--- src/pe_pkg.sv ---
`default_nettype none

package pe_pkg;

    // Lane operand and partial-sum widths.
    localparam int DWD     = 8;
    localparam int PSUMDWD = 16;

    // Lanes per row.
    localparam int PE_ROW  = 4;

    // Row sum keeps two guard bits for four lanes.
    localparam int SUMDWD  = 18;

    // Tile counter width.
    localparam int TILEWD  = 4;

    typedef enum logic [1:0] {
        XNOR = 2'd0,
        INT2 = 2'd1,
        INT4 = 2'd2,
        INT8 = 2'd3
    } prec_mode_e;

    // D16 packs two 8-bit partial sums in one word.
    typedef enum logic {
        D8  = 1'b0,
        D16 = 1'b1
    } psum_mode_e;

    typedef struct packed {
        psum_mode_e psum_mode;
        logic       psum_parity;
    } fs_ctl_t;

    typedef struct packed {
        prec_mode_e          mode;
        logic [TILEWD-1:0]   inum_t;
        logic [TILEWD-1:0]   wnum_t;
    } ms_conf_t;

    typedef struct packed {
        ms_conf_t            conf;
        logic [DWD-1:0]      mask;
    } ms_ctl_t;

    typedef struct packed {
        logic [DWD-1:0]      inp;
        logic [DWD-1:0]      wgt;
        logic [PSUMDWD-1:0]  psum;
    } lane_in_t;

    // Same layout, psum already half-selected.
    typedef struct packed {
        logic [DWD-1:0]      inp;
        logic [DWD-1:0]      wgt;
        logic [PSUMDWD-1:0]  psum;
    } lane_fs_t;

    typedef struct packed {
        logic [PSUMDWD-1:0]  psum;
    } lane_out_t;

endpackage

`default_nettype wire

--- src/pe_fetch_stage.sv ---
`timescale 1ns/1ps
`default_nettype none

module pe_fetch_stage (
    input  wire                     i_clk,
    input  wire                     i_rst,
    input  wire pe_pkg::fs_ctl_t    i_ctl,
    input  wire                     i_main_rdy,
    output logic                    o_main_ack,
    output logic                    o_fs_rdy,
    input  wire                     i_fs_ack,
    input  wire pe_pkg::lane_in_t   i_data [pe_pkg::PE_ROW],
    input  wire pe_pkg::ms_conf_t   i_conf,
    output pe_pkg::lane_fs_t        o_data [pe_pkg::PE_ROW],
    output pe_pkg::ms_ctl_t         o_ms_ctl
);

    logic                       rdy_q;
    logic                       load;
    logic [pe_pkg::DWD-1:0]     mask;
    logic [pe_pkg::PSUMDWD-1:0] psum_sel [pe_pkg::PE_ROW];

    // Operand mask from precision mode.
    always_comb begin
        unique case (i_conf.mode)
            pe_pkg::XNOR: mask = {{(pe_pkg::DWD-1){1'b0}}, 1'b1};
            pe_pkg::INT2: mask = {{(pe_pkg::DWD-2){1'b0}}, 2'b11};
            pe_pkg::INT4: mask = {{(pe_pkg::DWD-4){1'b0}}, 4'hf};
            default:      mask = '1;
        endcase
    end

    // Upper half only in packed mode with parity set.
    always_comb begin
        for (int i = 0; i < pe_pkg::PE_ROW; i++) begin
            if (i_ctl.psum_mode == pe_pkg::D16 && i_ctl.psum_parity) begin
                psum_sel[i] = i_data[i].psum >> pe_pkg::DWD;
            end else begin
                psum_sel[i] = i_data[i].psum;
            end
        end
    end

    // Ready for input once out of reset and output slot frees up.
    assign o_main_ack = !i_rst && (!rdy_q || i_fs_ack);
    assign load       = i_main_rdy && o_main_ack;
    assign o_fs_rdy   = rdy_q;

    always_ff @(posedge i_clk) begin
        if (i_rst) begin
            rdy_q <= 1'b0;
        end else if (load) begin
            rdy_q <= 1'b1;
        end else if (i_fs_ack) begin
            rdy_q <= 1'b0;
        end
    end

    always_ff @(posedge i_clk) begin
        if (i_rst) begin
            o_ms_ctl <= '0;
            for (int i = 0; i < pe_pkg::PE_ROW; i++) begin
                o_data[i] <= '0;
            end
        end else if (load) begin
            o_ms_ctl.conf <= i_conf;
            o_ms_ctl.mask <= mask;
            for (int i = 0; i < pe_pkg::PE_ROW; i++) begin
                o_data[i].inp  <= i_data[i].inp;
                o_data[i].wgt  <= i_data[i].wgt;
                o_data[i].psum <= psum_sel[i];
            end
        end
    end

endmodule

`default_nettype wire

--- src/pe_mac_stage.sv ---
`timescale 1ns/1ps
`default_nettype none

module pe_mac_stage (
    input  wire                     i_clk,
    input  wire                     i_rst,
    input  wire                     i_fs_rdy,
    output logic                    o_fs_ack,
    output logic                    o_ms_rdy,
    input  wire                     i_ms_ack,
    input  wire pe_pkg::lane_fs_t   i_data [pe_pkg::PE_ROW],
    input  wire pe_pkg::ms_ctl_t    i_ms_ctl,
    output pe_pkg::lane_out_t       o_psum [pe_pkg::PE_ROW],
    output pe_pkg::ms_conf_t        o_conf
);

    logic                              rdy_q;
    logic                              load;
    logic signed [pe_pkg::DWD-1:0]     op_a [pe_pkg::PE_ROW];
    logic signed [pe_pkg::DWD-1:0]     op_b [pe_pkg::PE_ROW];
    logic signed [pe_pkg::PSUMDWD-1:0] prod [pe_pkg::PE_ROW];
    logic [pe_pkg::PSUMDWD-1:0]        sum  [pe_pkg::PE_ROW];

    // Mask the operand and extend from the mask's top bit.
    function automatic logic [pe_pkg::DWD-1:0] ext_op(
        input logic [pe_pkg::DWD-1:0] val,
        input logic [pe_pkg::DWD-1:0] mask
    );
        logic [pe_pkg::DWD-1:0] top;
        logic                   sign;
        top  = mask & ~(mask >> 1);
        sign = |(val & top);
        return (val & mask) | (sign ? ~mask : '0);
    endfunction

    always_comb begin
        for (int i = 0; i < pe_pkg::PE_ROW; i++) begin
            op_a[i] = ext_op(i_data[i].inp, i_ms_ctl.mask);
            op_b[i] = ext_op(i_data[i].wgt, i_ms_ctl.mask);
            if (i_ms_ctl.conf.mode == pe_pkg::XNOR) begin
                // +1 on match, -1 otherwise.
                if (op_a[i][0] == op_b[i][0]) begin
                    prod[i] = pe_pkg::PSUMDWD'(1);
                end else begin
                    prod[i] = '1;
                end
            end else begin
                prod[i] = op_a[i] * op_b[i];
            end
            // Wraps at 16 bits.
            sum[i] = i_data[i].psum + prod[i];
        end
    end

    assign o_fs_ack = !rdy_q || i_ms_ack;
    assign load     = i_fs_rdy && o_fs_ack;
    assign o_ms_rdy = rdy_q;

    always_ff @(posedge i_clk) begin
        if (i_rst) begin
            rdy_q <= 1'b0;
        end else if (load) begin
            rdy_q <= 1'b1;
        end else if (i_ms_ack) begin
            rdy_q <= 1'b0;
        end
    end

    always_ff @(posedge i_clk) begin
        if (i_rst) begin
            o_conf <= '0;
            for (int i = 0; i < pe_pkg::PE_ROW; i++) begin
                o_psum[i] <= '0;
            end
        end else if (load) begin
            o_conf <= i_ms_ctl.conf;
            for (int i = 0; i < pe_pkg::PE_ROW; i++) begin
                o_psum[i].psum <= sum[i];
            end
        end
    end

endmodule

`default_nettype wire

--- src/pe_accum_stage.sv ---
`timescale 1ns/1ps
`default_nettype none

module pe_accum_stage (
    input  wire                     i_clk,
    input  wire                     i_rst,
    input  wire                     i_ms_rdy,
    output logic                    o_ms_ack,
    output logic                    o_res_rdy,
    input  wire                     i_res_ack,
    input  wire pe_pkg::lane_out_t  i_psum [pe_pkg::PE_ROW],
    input  wire pe_pkg::ms_conf_t   i_conf,
    output pe_pkg::lane_out_t       o_psum [pe_pkg::PE_ROW],
    output logic [pe_pkg::SUMDWD-1:0] o_row_sum,
    output pe_pkg::ms_conf_t        o_conf
);

    logic                             rdy_q;
    logic                             load;
    logic signed [pe_pkg::SUMDWD-1:0] row_sum;

    // Lane psums are signed, extend before adding.
    always_comb begin
        row_sum = '0;
        for (int i = 0; i < pe_pkg::PE_ROW; i++) begin
            row_sum = row_sum + pe_pkg::SUMDWD'($signed(i_psum[i].psum));
        end
    end

    assign o_ms_ack  = !rdy_q || i_res_ack;
    assign load      = i_ms_rdy && o_ms_ack;
    assign o_res_rdy = rdy_q;

    always_ff @(posedge i_clk) begin
        if (i_rst) begin
            rdy_q <= 1'b0;
        end else if (load) begin
            rdy_q <= 1'b1;
        end else if (i_res_ack) begin
            rdy_q <= 1'b0;
        end
    end

    // Config rides along so results map back to their tile.
    always_ff @(posedge i_clk) begin
        if (i_rst) begin
            o_conf    <= '0;
            o_row_sum <= '0;
            for (int i = 0; i < pe_pkg::PE_ROW; i++) begin
                o_psum[i] <= '0;
            end
        end else if (load) begin
            o_conf    <= i_conf;
            o_row_sum <= row_sum;
            for (int i = 0; i < pe_pkg::PE_ROW; i++) begin
                o_psum[i] <= i_psum[i];
            end
        end
    end

endmodule

`default_nettype wire

--- src/pe_row_top.sv ---
`timescale 1ns/1ps
`default_nettype none

module pe_row_top (
    input  wire                       i_clk,
    input  wire                       i_rst,
    input  wire pe_pkg::fs_ctl_t      i_ctl,
    input  wire pe_pkg::ms_conf_t     i_conf,
    input  wire                       i_main_rdy,
    output logic                      o_main_ack,
    input  wire pe_pkg::lane_in_t     i_data [pe_pkg::PE_ROW],
    output logic                      o_res_rdy,
    input  wire                       i_res_ack,
    output pe_pkg::lane_out_t         o_psum [pe_pkg::PE_ROW],
    output logic [pe_pkg::SUMDWD-1:0] o_row_sum,
    output pe_pkg::ms_conf_t          o_conf
);

    // Fetch to MAC.
    logic               fs_rdy;
    logic               fs_ack;
    pe_pkg::lane_fs_t   fs_data [pe_pkg::PE_ROW];
    pe_pkg::ms_ctl_t    fs_ms_ctl;

    // MAC to accumulate.
    logic               ms_rdy;
    logic               ms_ack;
    pe_pkg::lane_out_t  ms_psum [pe_pkg::PE_ROW];
    pe_pkg::ms_conf_t   ms_conf;

    pe_fetch_stage u_fetch (
        .i_clk      (i_clk),
        .i_rst      (i_rst),
        .i_ctl      (i_ctl),
        .i_main_rdy (i_main_rdy),
        .o_main_ack (o_main_ack),
        .o_fs_rdy   (fs_rdy),
        .i_fs_ack   (fs_ack),
        .i_data     (i_data),
        .i_conf     (i_conf),
        .o_data     (fs_data),
        .o_ms_ctl   (fs_ms_ctl)
    );

    pe_mac_stage u_mac (
        .i_clk      (i_clk),
        .i_rst      (i_rst),
        .i_fs_rdy   (fs_rdy),
        .o_fs_ack   (fs_ack),
        .o_ms_rdy   (ms_rdy),
        .i_ms_ack   (ms_ack),
        .i_data     (fs_data),
        .i_ms_ctl   (fs_ms_ctl),
        .o_psum     (ms_psum),
        .o_conf     (ms_conf)
    );

    pe_accum_stage u_accum (
        .i_clk      (i_clk),
        .i_rst      (i_rst),
        .i_ms_rdy   (ms_rdy),
        .o_ms_ack   (ms_ack),
        .o_res_rdy  (o_res_rdy),
        .i_res_ack  (i_res_ack),
        .i_psum     (ms_psum),
        .i_conf     (ms_conf),
        .o_psum     (o_psum),
        .o_row_sum  (o_row_sum),
        .o_conf     (o_conf)
    );

endmodule

`default_nettype wire

--- config.mk ---
export PLATFORM = sky130hd
export DESIGN_NAME = pe_row_top
export DESIGN_NICKNAME = d
export VERILOG_FILES = /design/src/pe_pkg.sv /design/src/pe_fetch_stage.sv /design/src/pe_mac_stage.sv /design/src/pe_accum_stage.sv /design/src/pe_row_top.sv
export SDC_FILE = /design/constraint.sdc
export NUM_CORES = 2
export LEC_CHECK = 0
export ABC_AREA = 1
export BUFFER_PORTS_ARGS = -buffer_cell sky130_fd_sc_hd__buf_2
export CAP_MARGIN = 20
export CORE_ASPECT_RATIO = 1.25
export CORE_MARGIN = 3
export CORE_UTILIZATION = 67
export DETAILED_ROUTE_END_ITERATION = 8
export PLACE_DENSITY = 0.88
export SLEW_MARGIN = 30
export SYNTH_ARGS = -nofsm -noshare
export SYNTH_HDL_FRONTEND = slang
export SYNTH_SLANG_ARGS = --single-unit
--- constraint.sdc ---
create_clock -name i_clk -period 15.9 [get_ports i_clk]
set_input_delay 0.795 -clock i_clk [delete_from_list [all_inputs] [get_ports i_clk]]
set_output_delay 0.795 -clock i_clk [all_outputs]
set_load 0.01 [all_outputs]
### Yosys cells after proc, flatten, opt, wreduce, memory -nomap -nowiden

Cells that the tools add are included.

* add/sub/neg operators: 7
* multipliers: 4
* equal/unequal tests: 6
* multiplexer cells: 27
* bitwise operators: 27
* reduce and logical (&&, ||, !) cells: 25

Operators by type and width (number)
* $mux 16: 12
* $and 8x8->8: 17
* $add 16x16->16: 4
* $mul 8x8->16: 4
* $mux 8: 8
* $or 8x8->8: 8
* $reduce_or 8->1: 8
* $pmux 8 s3: 1
* $add 17x16->18: 1
* $add 18x16->18: 1
* $add 16x16->17: 1
* $not 7->8: 1
* $not 8->8: 1
* $mux 1: 6
* $reduce_bool 2->1: 3
* $logic_and 1x1->1: 5
* $eq 1x1->1: 4
* $logic_not 1->1: 4
* $logic_not 2->1: 2
* $logic_or 1x1->1: 3
* $eq 2x1->1 const B: 1
* $eq 2x2->1 const B: 1

* register bits after elaboration: 315
* input port bits: 144
* output and inout bits: 94

### Logic depth before layout (Yosys ltp)

* word-level depth: 10
* depth in mapped cells: 42

### Modules after synthesis

From an unflattened synthesis, not the netlist that was laid out.

* cells, all modules: 4047
* area, all modules: 28697.5 um2

By module, submodules not included
* pe_mac_stage: instances 1, cells an instance 2463, area each 17400.4 um2, seq. area each 1501.4 um2
* pe_fetch_stage: instances 1, cells an instance 904, area each 6174.7 um2, seq. area each 2862.7 um2
* pe_accum_stage: instances 1, cells an instance 680, area each 5122.4 um2, seq. area each 1861.8 um2

### Worst setup path after synthesis

Ideal clock, no wire load.

* path type: register to register
* start point: register u_fetch.o_ms_ctl[6] (netlist name)
* end point: register u_mac.o_psum[61] (netlist name)
* arrival time: 5.917 ns
* setup slack: 9.867 ns
* cell stages (with the launch flop): 37
* clock period less this slack: 6.033 ns
* path through: dfxtp_1 buf_4 nor2_4 inv_4 nor2_1 nor3_2 inv_2 a21oi_2 nand2_1 o21ai_1 nor2_1 fa_1 inv_1 fa_1 inv_1 fa_1 inv_1 fa_1 inv_1 ha_1 inv_1 o21bai_1 a31oi_1 o21ai_0 xor2_1 o21ai_0 inv_1 ha_1 a21o_1 a31oi_1 nand3_1 nand2_1 nand3_1 nand2_1 nand3_1 o211ai_1 inv_1

* cells in the longest elaborated chain, start to end: 10

RTL lines
* start, declared: RTL line pe_fetch_stage.sv:15 `output pe_pkg::ms_ctl_t o_ms_ctl`
* parallel branches: the longest is 8 deep, another holds $mul 8x8->16
* $mux 16 (*): RTL line pe_mac_stage.sv:40 `if (i_ms_ctl.conf.mode == pe_pkg::XNOR) begin`
* $add 16x16->16 (*): RTL line pe_mac_stage.sv:51 `sum[i] = i_data[i].psum + prod[i];`
* end, declared: RTL line pe_mac_stage.sv:13 `output pe_pkg::lane_out_t o_psum [pe_pkg::PE_ROW],`

Mark *: on every way between the ends.
A chain may end at the register's enable or synchronous reset.

### Worst setup path after layout

* start point: register u_fetch.o_ms_ctl[3] (netlist name)
* end point: register u_mac.o_psum[15] (netlist name)

The elaborated chain is that of the path after synthesis.

==> impl_metrics.yaml <==
status:
  status: "complete, no violations"
clock_network:
  clkSinkCount: 311
  cts_buffers: 31
  root_buffer: "clkbuf_16"
  ctsHoldBuffers: 0
  htree_levels: 1
  post_cts_buffers: 0
  clk_pin_slew_ps: 80
  cts_tree: "built"
  ctsResizeCount: 0
  insertion_delay_ps: 590
  clock_path_buffers: 3
yosys:
  netlist_instances: 3602
  yosysSeqAreaShare_pct: 23.1
  yosysTopAreaCell: "dfxtp_1"
  yosys_register_bits: 311
  yosysMostFrequentCell: "inv_1"
  async_flop_share_pct: 0
  yosys_warnings: 0
  synth_top_area_share_pct: 23.1
  ys_types: 50
  synth_ff_type: "dfxtp_1"
  ys_top_cells_by_count: "626 x inv_1, 480 x nand2_1, 459 x nor2_1, 311 x dfxtp_1, 304 x o21ai_0"
  postSynthNetCount: 4200
  syn_area_per_cell_um2: 7.47
  synthesis.area_um2: 26900
  yosys-top-cells-area: "dfxtp_1 23%, fa_1 19%, ha_1 9.0%"
  synth_edf_count: 0
timing:
  fin_worst_hold_slack_ps: 412
  min_period_ps: 7220
  slew_headroom_pct: 36.0
  fin_skew_ps: 23.5
  slew_violations: 0
  rsz0062_at_grt: "no"
  worst_slew_pin_slew_ps: 960
  fin_tns_setup_ps: 0
  finalHoldViolCount: 0
  fmax_mhz: 139
  fin_crit_sh_pct: 45.4
  setup_viol: 0
power:
  power_leakage_nw: 14.8
  worst_ir_drop_vdd_v: 0.0000824
  powerDensity_nw_per_um2: 89.4
floorplan:
  fp.dieArea_um2: 42600
  ios: 238
  die_x_um: 185
  fp.coreArea_um2: 39400
  die_h_um: 230
  start_util_pct: 68.3
  num_rows: 81
finish:
  layout-drive-gt1-share_pct: 11.8
  ff_latch_area_um2: 6230
  post-route-cell-area_um2: 29400
  stdcell_count: 4272
  area_growth_pct: 9.15
  fillers: 3083
  antenna_cells: 0
  multi_input_area_um2: 17600
  nets: 4350
drt:
  route.detailed.drc: 0
  dr.pass1.iters: 6
  viasPerCell: 5.66
  post_drt_wl_per_cell_um: 16.8
  drt_iter0_drc: 1916
  totalWireLength_mm: 71.8
  vias: 24200
  detail-route-antenna-nets: 0
global_route:
  grt_pass1_wl_mm: 116
  grt_pass1_vias: 23300
  antenna_found_initial: 2
  grt_max_degree: 133
  gr-total-overflow: 0
  grtUsageTotal_pct: 33.6
setup_path:
  path_class: "flop to flop"
  crit_slowest_cell: "fa_1"
  start_kind: "flop"
  cp.arrival_ps: 7710
  crit_required_ps: 16390
  cpPeakStageDelay_ps: 560
  cp_max_fo: 22
  cpMostUsedCell: "inv_1"
  crit_path_end_kind: "flop"
hold_path:
  min_path_type: "input pin to flop"
place:
  placed_area_um2: 28300
  place_congestion: 0.979
  portBuffers: 237
  hpwl_mm: 56.6
  dp.cells: 4217
job:
  maxCapViolCount: 0
-- worst paths after layout --
check                                    startpoint                    to  slack (ps)  cells past startpoint
worst max-delay path            u_fetch.o_ms_ctl[3]      u_mac.o_psum[15]        8680                     36
worst min-delay path                      i_conf[3]  u_fetch.o_ms_ctl[11]         410                      3
worst max register to register  u_fetch.o_ms_ctl[3]      u_mac.o_psum[15]        8680                     36
worst min register to register   u_fetch.o_data[13]    u_fetch.o_data[13]         470                      2
-- metrics by stage --
| step | setup WS, ps | power, mW | util [%] |
|---|---|---|---|
| after global routing | 8140 | 2.79 | 74.5 |
| after floorplan | 9870 | 1.57 | - |
| after detailed placement | 8780 | 1.83 | 71.7 |
| final | 8680 | 2.63 | 74.5 |
| after global placement | 8920 | 1.81 | 71.7 |
| after CTS | 8790 | 2.62 | 74.5 |
-- cell type report --
type / count / share of cell area [%]
multi-input combinational: 2488 / 60.0
tap: 498 / 2.12
timing repair buffer: 250 / 4.38
clock buffer: 42 / 3.09
inverter: 670 / 8.62
clock inverter: 13 / 0.630
sequential: 311 / 21.2
-- placed cells by master, fill, tap and decap left out, types with 40 or more instances in the layout --
master | synthesis | routed
inv_1 | 626 | 623
nand2_1 | 480 | 478
nor2_1 | 459 | 459
dfxtp_1 | 311 | 310
o21ai_0 | 304 | 304
a21oi_1 | 292 | 292
fa_1 | 261 | 261
buf_2 | 24 | 236
ha_1 | 193 | 193
nand3_1 | 157 | 157
xor2_1 | 52 | 52
a31oi_1 | 44 | 44
inv_2 | 40 | 40
-- layer usage --
| metal | part of all wire, % | GRT usage, % | vias to the layer above |
|---|---|---|---|
| met5 | 0.033 | 0 | - |
| met4 | 5.2 | 14.7 | 4 |
| li1 | - | - | 11700 |
| met1 | 42 | 44.5 | 11300 |
| met2 | 46 | 55.1 | 993 |
| met3 | 7.0 | 4.78 | 200 |
-- registers in the layout, indices dropped and copies added, names as in the netlist, 10 cells and up --
| register | count |
|---|---|
| u_accum.o_row_sum | 18 |
| u_mac.o_psum | 64 |
| u_mac.o_conf | 10 |
| u_accum.o_conf | 10 |
| u_fetch.o_data | 128 |
| u_accum.o_psum | 64 |
| u_fetch.o_ms_ctl | 14 |
-- where the power goes --
part / internal (mW) / switching [mW] / total (mW)
logic: 0.339 / 0.624 / 0.962
registers: 0.833 / 0.0448 / 0.877
clock network: 0.464 / 0.323 / 0.786
-- worst max-delay path, delay by kind of cell, from the launching register on --
family,cells,cell delay (ps)
AO/OA/AOI/OAI,6,850
XOR/XNOR,1,160
adder cells (fa/ha/maj),6,2760
buffers and inverters,10,1130
flip-flops,1,490
AND/OR/NAND/NOR,13,1730
-- cells by family (layout without fill, tap and decap cells) --
group / count (synthesis) / count (layout) / synth area share (%)
adder cells (fa/ha/maj): 454 / 454 / 28.4
AND/OR/NAND/NOR: 1171 / 1171 / 18.0
XOR/XNOR: 91 / 91 / 2.96
buffers and inverters: 803 / 975 / 11.5
AO/OA/AOI/OAI: 772 / 772 / 16.1
flip-flops: 311 / 311 / 23.1
No activity file was read; power rests on OpenSTA's default activity.
